<file path="config.mk">
export PLATFORM = sky130hd
export DESIGN_NAME = fetch_top
export DESIGN_NICKNAME = d
export VERILOG_FILES = /design/src/rtl/fetch_pkg.sv /design/src/rtl/icache_mem.sv /design/src/rtl/icache_ctrl.sv /design/src/rtl/fetch_stage.sv /design/src/rtl/fetch_top.sv
export VERILOG_INCLUDE_DIRS = /design/src /design/src/rtl
export SDC_FILE = /design/constraint.sdc
export NUM_CORES = 2
export LEC_CHECK = 0
export BUFFER_PORTS_ARGS = -buffer_cell sky130_fd_sc_hd__buf_2
export CAP_MARGIN = 20
export CORE_MARGIN = 3
export CORE_UTILIZATION = 55
export CTS_CLUSTER_DIAMETER = 40
export DETAILED_ROUTE_END_ITERATION = 6
export PLACE_DENSITY = 0.71
export SLEW_MARGIN = 20
export SYNTH_ARGS = -nofsm -noshare
export SYNTH_HDL_FRONTEND = slang
export SYNTH_SLANG_ARGS = --single-unit
</file>
<file path="constraint.sdc">
create_clock -name clock -period 12.5 [get_ports clock]
set_input_delay 1.25 -clock clock [delete_from_list [all_inputs] [get_ports clock]]
set_output_delay 1.25 -clock clock [all_outputs]
set_load 0.01 [all_outputs]
</file>
<file path="src/rtl/fetch_cfg.svh">
`ifndef FETCH_CFG_SVH
`define FETCH_CFG_SVH

//////////////////////////////
// front end sizing
//////////////////////////////

// address and instruction width
`define FETCH_XLEN 32

// direct-mapped cache, 32 lines of 64 bits
`define FETCH_INDEX_BITS 5
`define FETCH_LINES 32

// tag is address bits 15..8
`define FETCH_TAG_BITS 8

// pc after reset
`define FETCH_RESET_PC 32'h0000_0000

// bus transaction tag, zero means no tag
`define FETCH_MEM_TAG_BITS 4

`endif

</file>
<file path="src/rtl/fetch_pkg.sv">
`include "fetch_cfg.svh"

package fetch_pkg;

	//////////////////////////////
	// memory bus
	//////////////////////////////

	// bus command, only none and load are issued by fetch
	typedef enum logic [1:0] {
		bus_none  = 2'h0,
		bus_load  = 2'h1,
		bus_store = 2'h2
	} mem_command_t;

	// request / reply tag
	typedef logic [`FETCH_MEM_TAG_BITS-1:0] mem_tag_t;

	//////////////////////////////
	// cache
	//////////////////////////////

	// line index into the data, tag and valid arrays
	typedef logic [`FETCH_INDEX_BITS-1:0] cache_index_t;

	// address tag stored per line
	typedef logic [`FETCH_TAG_BITS-1:0] cache_tag_t;

	// one line, two instructions
	// lower half is the word with address bit 2 clear
	typedef logic [2*`FETCH_XLEN-1:0] cache_line_t;

endpackage

</file>
<file path="src/rtl/icache_mem.sv">
`timescale 1ns/1ps
`include "fetch_cfg.svh"

module icache_mem import fetch_pkg::*; (
	input  logic         clock,
	input  logic         reset,
	// fill port
	input  logic         wr_en,
	input  cache_index_t wr_index,
	input  cache_tag_t   wr_tag,
	input  cache_line_t  wr_data,
	// lookup port
	input  cache_index_t rd_index,
	input  cache_tag_t   rd_tag,
	output cache_line_t  rd_data,
	output logic         rd_hit
);

	//////////////////////////////
	// storage
	//////////////////////////////

	// line data and tags
	cache_line_t data_mem [`FETCH_LINES];
	cache_tag_t  tag_mem  [`FETCH_LINES];

	// one valid bit per line
	logic [`FETCH_LINES-1:0] valid_bits;

	//////////////////////////////
	// lookup
	//////////////////////////////

	// combinational read of the indexed line
	assign rd_data = data_mem[rd_index];

	// hit needs a valid entry and a matching tag
	assign rd_hit = valid_bits[rd_index] && (tag_mem[rd_index] == rd_tag);

	//////////////////////////////
	// fill
	//////////////////////////////

	// valid bits are the only control state here
	always_ff @(posedge clock) begin
		if (reset) begin
			valid_bits <= '0;
		end else if (wr_en) begin
			valid_bits[wr_index] <= 1'b1;
		end
	end

	// data and tag written together, visible after the edge
	always_ff @(posedge clock) begin
		if (wr_en) begin
			data_mem[wr_index] <= wr_data;
			tag_mem[wr_index]  <= wr_tag;
		end
	end

endmodule

</file>
<file path="src/rtl/icache_ctrl.sv">
`timescale 1ns/1ps
`include "fetch_cfg.svh"

module icache_ctrl import fetch_pkg::*; (
	input  logic                   clock,
	input  logic                   reset,
	// fetch side
	input  logic [`FETCH_XLEN-1:0] fetch_addr,
	output logic [`FETCH_XLEN-1:0] inst,
	output logic                   inst_valid,
	// cache memory lookup
	output cache_index_t           rd_index,
	output cache_tag_t             rd_tag,
	input  cache_line_t            rd_data,
	input  logic                   rd_hit,
	// cache memory fill
	output logic                   wr_en,
	output cache_index_t           wr_index,
	output cache_tag_t             wr_tag,
	// memory bus
	output mem_command_t           mem_command,
	output logic [`FETCH_XLEN-1:0] mem_addr,
	input  mem_tag_t               mem_response,
	input  mem_tag_t               mem_tag
);

	// byte offset inside a 64-bit line
	localparam int OFFSET_BITS = 3;
	// tag starts right above the index
	localparam int TAG_LSB = OFFSET_BITS + `FETCH_INDEX_BITS;

	//////////////////////////////
	// address split and hit
	//////////////////////////////

	cache_index_t cur_index;
	cache_tag_t   cur_tag;
	logic         word_sel;

	assign cur_index = fetch_addr[OFFSET_BITS +: `FETCH_INDEX_BITS];
	assign cur_tag   = fetch_addr[TAG_LSB +: `FETCH_TAG_BITS];
	// bit 2 picks the upper instruction
	assign word_sel  = fetch_addr[OFFSET_BITS-1];

	// lookup always follows the current fetch address
	assign rd_index = cur_index;
	assign rd_tag   = cur_tag;

	assign inst = word_sel ? rd_data[2*`FETCH_XLEN-1:`FETCH_XLEN]
	                       : rd_data[`FETCH_XLEN-1:0];
	assign inst_valid = rd_hit;

	//////////////////////////////
	// miss tracking
	//////////////////////////////

	// tag of the load in flight, zero when idle
	mem_tag_t     pending_tag;
	// where the returning line goes
	cache_index_t miss_index;
	cache_tag_t   miss_tag;
	// low for one cycle after reset, holds off the first request
	logic         started;

	logic outstanding;
	logic issue;
	logic accepted;
	logic fill;

	assign outstanding = (pending_tag != '0);

	// one miss at a time
	assign issue = started && !rd_hit && !outstanding;

	// nonzero response names the tag, zero means retry next cycle
	assign accepted = issue && (mem_response != '0);

	// reply for the held tag, even if fetch has moved on
	assign fill = outstanding && (mem_tag == pending_tag);

	assign mem_command = issue ? bus_load : bus_none;
	// line aligned request
	assign mem_addr = {fetch_addr[`FETCH_XLEN-1:OFFSET_BITS], {OFFSET_BITS{1'b0}}};

	// fill write, data comes straight off the bus
	assign wr_en    = fill;
	assign wr_index = miss_index;
	assign wr_tag   = miss_tag;

	always_ff @(posedge clock) begin
		if (reset) begin
			pending_tag <= '0;
			started     <= 1'b0;
		end else begin
			started <= 1'b1;
			if (fill) begin
				// line written this edge, free for the next miss
				pending_tag <= '0;
			end else if (accepted) begin
				pending_tag <= mem_response;
			end
		end
	end

	// miss address captured with the accepted request
	always_ff @(posedge clock) begin
		if (accepted) begin
			miss_index <= cur_index;
			miss_tag   <= cur_tag;
		end
	end

endmodule

</file>
<file path="src/rtl/fetch_stage.sv">
`timescale 1ns/1ps
`include "fetch_cfg.svh"

module fetch_stage (
	input  logic                   clock,
	input  logic                   reset,
	// back pressure and redirect from the commit side
	input  logic                   stall,
	input  logic                   redirect,
	input  logic [`FETCH_XLEN-1:0] redirect_pc,
	// instruction cache
	input  logic [`FETCH_XLEN-1:0] inst,
	input  logic                   inst_valid,
	output logic [`FETCH_XLEN-1:0] fetch_addr,
	// fetch packet
	output logic                   fetch_valid,
	output logic [`FETCH_XLEN-1:0] fetch_pc,
	output logic [`FETCH_XLEN-1:0] fetch_inst
);

	//////////////////////////////
	// program counter
	//////////////////////////////

	logic [`FETCH_XLEN-1:0] pc;
	logic                   advance;

	// cache is looked up with the current pc every cycle
	assign fetch_addr = pc;

	// take the instruction only on a hit with no stall or redirect
	assign advance = inst_valid && !stall && !redirect;

	// redirect beats stall, stall beats advance
	always_ff @(posedge clock) begin
		if (reset) begin
			pc          <= `FETCH_RESET_PC;
			fetch_valid <= 1'b0;
		end else if (redirect) begin
			pc          <= redirect_pc;
			fetch_valid <= 1'b0;
		end else if (advance) begin
			pc          <= pc + `FETCH_XLEN'd4;
			fetch_valid <= 1'b1;
		end else begin
			// stall or miss, pc holds
			fetch_valid <= 1'b0;
		end
	end

	//////////////////////////////
	// packet payload
	//////////////////////////////

	// loaded in the same edge as the pc step
	always_ff @(posedge clock) begin
		if (advance) begin
			fetch_pc   <= pc;
			fetch_inst <= inst;
		end
	end

endmodule

</file>
<file path="src/rtl/fetch_top.sv">
`timescale 1ns/1ps
`include "fetch_cfg.svh"

module fetch_top import fetch_pkg::*; (
	input  logic                   clock,
	input  logic                   reset,
	// commit side controls
	input  logic                   stall,
	input  logic                   redirect,
	input  logic [`FETCH_XLEN-1:0] redirect_pc,
	// memory bus
	input  mem_tag_t               mem_response,
	input  mem_tag_t               mem_tag,
	input  cache_line_t            mem_data,
	output mem_command_t           mem_command,
	output logic [`FETCH_XLEN-1:0] mem_addr,
	// fetch packet
	output logic                   fetch_valid,
	output logic [`FETCH_XLEN-1:0] fetch_pc,
	output logic [`FETCH_XLEN-1:0] fetch_inst
);

	// fetch to controller
	logic [`FETCH_XLEN-1:0] fetch_addr;
	logic [`FETCH_XLEN-1:0] inst;
	logic                   inst_valid;

	// controller to cache memory
	cache_index_t rd_index;
	cache_tag_t   rd_tag;
	cache_line_t  rd_data;
	logic         rd_hit;
	logic         wr_en;
	cache_index_t wr_index;
	cache_tag_t   wr_tag;

	//////////////////////////////
	// pc and packet register
	//////////////////////////////

	fetch_stage fetch_stage_0 (
		.clock       (clock),
		.reset       (reset),
		.stall       (stall),
		.redirect    (redirect),
		.redirect_pc (redirect_pc),
		.inst        (inst),
		.inst_valid  (inst_valid),
		.fetch_addr  (fetch_addr),
		.fetch_valid (fetch_valid),
		.fetch_pc    (fetch_pc),
		.fetch_inst  (fetch_inst)
	);

	//////////////////////////////
	// cache controller, owns the bus
	//////////////////////////////

	icache_ctrl icache_ctrl_0 (
		.clock        (clock),
		.reset        (reset),
		.fetch_addr   (fetch_addr),
		.inst         (inst),
		.inst_valid   (inst_valid),
		.rd_index     (rd_index),
		.rd_tag       (rd_tag),
		.rd_data      (rd_data),
		.rd_hit       (rd_hit),
		.wr_en        (wr_en),
		.wr_index     (wr_index),
		.wr_tag       (wr_tag),
		.mem_command  (mem_command),
		.mem_addr     (mem_addr),
		.mem_response (mem_response),
		.mem_tag      (mem_tag)
	);

	// fill data taken directly from the bus
	icache_mem icache_mem_0 (
		.clock    (clock),
		.reset    (reset),
		.wr_en    (wr_en),
		.wr_index (wr_index),
		.wr_tag   (wr_tag),
		.wr_data  (mem_data),
		.rd_index (rd_index),
		.rd_tag   (rd_tag),
		.rd_data  (rd_data),
		.rd_hit   (rd_hit)
	);

endmodule

</file>
==> key figures <==
Synthesis
  – Primary FF master, synth: edfxtp_1
  – Avg Cell Area, Syn: 24.0 sq um
  – Post-Synthesis Cells: 3888
  – Proportion of synthesized chip area in sequential cells: 78.1%
  – Post-synth cell types: 65
  – Yosys Warn Count: 0
  – Seq cells post-synth: 2456
  – Post-synth EDFFs: 2381
  – Ys async rst share: 0%
  – Mapped cell area: 0.0935 sq mm

Status
  – Outcome: completed

STA
  – Final critical-path share of the clock period: 55.8%
  – Final hold viol count: 0
  – Final setup fails: 0
  – RSZ-0062 raised after global routing: no
  – Max-slew violations: 0
  – Skew final: 45.3 ps
  – Rel. slew slack: 21.1%
  – Tmin final: 6980 ps
  – Worst Tran Pin Value: 1180 ps
  – Fmax: 0.143 GHz
  – Hold WS: 431 ps
  – Setup TNS: 0 ps

Floorplan
  – Core area: 0.168 sq mm
  – Die Area: 0.175 sq mm
  – Die Height: 418 um
  – Row cnt: 150
  – Initial Util: 55.7%
  – IO Pins: 207
  – Die width: 418 um

Worst setup path
  – Slowest cell delay on critical path: 1040 ps
  – Reg2Reg Depth: 11
  – CP Data Required Time: 11250 ps
  – CP Max Fanout: 50
  – Kind of critical path: register to primary output
  – Crit path capture type: primary output
  – Crit path max-delay cell type: dfxtp_4
  – Crit-path cells: buf_4, or2_2, a21oi_1, a2111oi_0, buf_4, xnor2_1, nand3_1, or3_1, and3_1, buf_2
  – Arrival @ worst endpoint: 5730 ps
  – CP Buf/Inv Count: 3
  – Crit path top cell by count: buf_4
  – Worst reg2reg path endpoint: fetch_stage_0.fetch_pc[10]$_DFFE_PP_
  – Crit path launch type: register
  – Flop2flop setup slack: 6040 ps
  – CP top delay family: buffers and inverters

Drt
  – DRC viols: 0
  – Wire length per cell: 34.1 um
  – Routed WL: 227000 um
  – Post-DR vias/cell: 6.69
  – 1st-pass router iterations: 5
  – Via Count: 44500
  – Post-route ant nets: 0
  – 1st-iter DRT viols: 6257

Finish
  – Most common cell after layout, fill and taps aside: edfxtp_1
  – Share of layout cells above drive strength 1: 33.3%
  – Fin area: 0.106 sq mm
  – Final nets: 4348
  – Most frequent cells in the layout: 2381 x edfxtp_1, 722 x mux4_2, 300 x clkbuf_16
  – Layout area overhead: 13.8%

Worst hold path
  – Worst hold path type: register to register
  – Hold Crit Depth: 0
  – Min-delay src: fetch_stage_0.fetch_addr[1]$_SDFFE_PP0P_
  – Hold Path Sink: fetch_stage_0.fetch_pc[1]$_DFFE_PP_

Pwr
  – Peak supply drop: 0.000121 V
  – Reg power frac: 50.8%
  – Total design power: 18.0 mW
  – Switching part of the total: 20.9%
  – Clock power frac: 44.7%
  – Sw power: 3.77 mW
  – Power per Cell Area: 169 mW/mm^2
  – P_int: 14.3 mW
  – Combinational share of power: 4.6%
  – Leak: 32.9 nW

Global route
  – Vias in the first global route: 44500
  – Pin count of the biggest net entering global routing: 143
  – Initial antenna violation count: 29
  – First-pass GRT wire length: 328000 um
  – Total GRT Usage: 26.4%
  – GR Overflow Total: 0

Placement
  – Post-DP HPWL: 110000 um
  – Placed inst area: 0.0972 sq mm
  – Port Buffers: 202
  – GP Congestion: 0.789

Clock tree
  – Post-CTS Setup Bufs: 0
  – CTS clk-pin slew, worst paths: 60 ps
  – Clock sink count: 2456
  – Post-CTS sizing: 0
  – CTS Buf Count: 289
  – Clk_lat worst skew: 920 ps
  – CTS max path bufs: 4
  – CTS tree: built
  – CTS root buf: clkbuf_16
  – H-Tree Depth: 5
  – # hold bufs at CTS: 0

Flow run
  – Max Cap Viol: 0
[synthesized netlist by cell type, drive strengths merged (2+ instances only)]
library cell	n	area [sq um]
dfxtp	75	1500
nor2	98	370
and2	5	31.3
a221oi	3	26.3
nand2b	9	56.3
or4	13	97.6
xnor2	9	78.8
inv	15	56.3
o21ai	4	20.0
a31oi	2	12.5
or2	2	12.5
buf	109	608
nand3	22	115
and3	6	37.5
nor3	6	30.0
edfxtp	2381	71500
nand2	34	128
o211ai	4	30.0
a211oi	3	22.5
o22ai	2	12.5
nand3b	4	30.0
o31ai	15	113
a311oi	24	210
xor2	5	43.8
a31o	2	17.5
a22o	4	35.0
mux2i	65	651
nand4b	2	17.5
nand4	10	62.6
a21oi	9	45.0
nor4	7	58.8
clkinv	2	7.51
clkbuf	129	485
o21a	21	158
a2111oi	2	36.3
nor2b	8	50.1
a21o	2	15.0
and4	8	70.1
or3	5	31.3
mux2	5	56.3
a22oi	22	165
mux4	722	16300
[worst max path at each step]
stage / start / end / slack [ps] / cells past startpoint
floorplan: mem_tag[0] / icache_mem_0.data_mem[10][0]$_DFFE_PP_ / 6730 / 6
detailed placement: register / fetch_stage_0.fetch_inst[0]$_DFFE_PP_ / 6320 / 12
global placement: register / fetch_stage_0.fetch_inst[21]$_DFFE_PP_ / 6380 / 11
finish: register / mem_command[0] / 5520 / 10
global route: register / mem_command[0] / 5430 / 10
CTS: register / mem_command[0] / 5610 / 10
[kinds of logic after synthesis]
| group | Yosys count | share of synthesized area (%) |
|---|---|---|
| flip-flops | 2456 | 78.1 |
| multiplexers | 792 | 18.2 |
| buffers and inverters | 255 | 1.24 |
| AND/OR/NAND/NOR | 240 | 1.29 |
| AO/OA/AOI/OAI | 129 | 1.08 |
| XOR/XNOR | 14 | 0.131 |
| adder cells (fa/ha/maj) | 1 | 0.0134 |
| other | 1 | 0.00401 |
[cell type report]
cell class	count	area, sq um
diodes	10	25.0
clock buffers	341	7660
clock inverters	156	1440
fillers	10600	61600
inverters	17	66.3
multi-input cells	1180	19600
flip-flops and latches	2456	73000
well taps	2204	2760
repair buffers	295	1800
[metrics by stage]
step	setup WS, ps	utilization, %	instances
after floorplan	6730	-	3891
after global placement	6380	57.9	6151
after detailed placement	6320	57.9	6151
after CTS	5610	63.3	6648
after global routing	5430	63.3	6651
final	5520	63.3	6659
[metal layers]
| layer | track usage [%] | routed length (um) |
|---|---|---|
| met1 | 39.4 | 87100 |
| met2 | 40.2 | 108000 |
| met3 | 6.05 | 26400 |
| met4 | 6.93 | 5730 |
| met5 | 0 | 93 |
[registers in the layout (all words and copies together) (netlist names), named ones only]
register,flops
icache_mem_0.data_mem,2048
icache_ctrl_0.wr_index,5
fetch_stage_0.fetch_addr,32
fetch_stage_0.fetch_inst,32
fetch_stage_0.fetch_pc,32
icache_mem_0.valid_bits,32
icache_ctrl_0.wr_tag,8
icache_ctrl_0.pending_tag,4
icache_mem_0.tag_mem,256
icache_ctrl_0.started,1
fetch_stage_0.fetch_valid,1
[power by group through the flow]
stage                     clock network (mW)  registers [mW]  logic (mW)
final                                   8.05            9.15       0.824
after global routing                    8.50            9.15       0.880
after floorplan                            0            9.28       0.565
after detailed placement                   0            9.32       0.823
after global placement                     0            9.32       0.811
after CTS                               8.16            9.15       0.830
(Power assumes the default switching activity.)
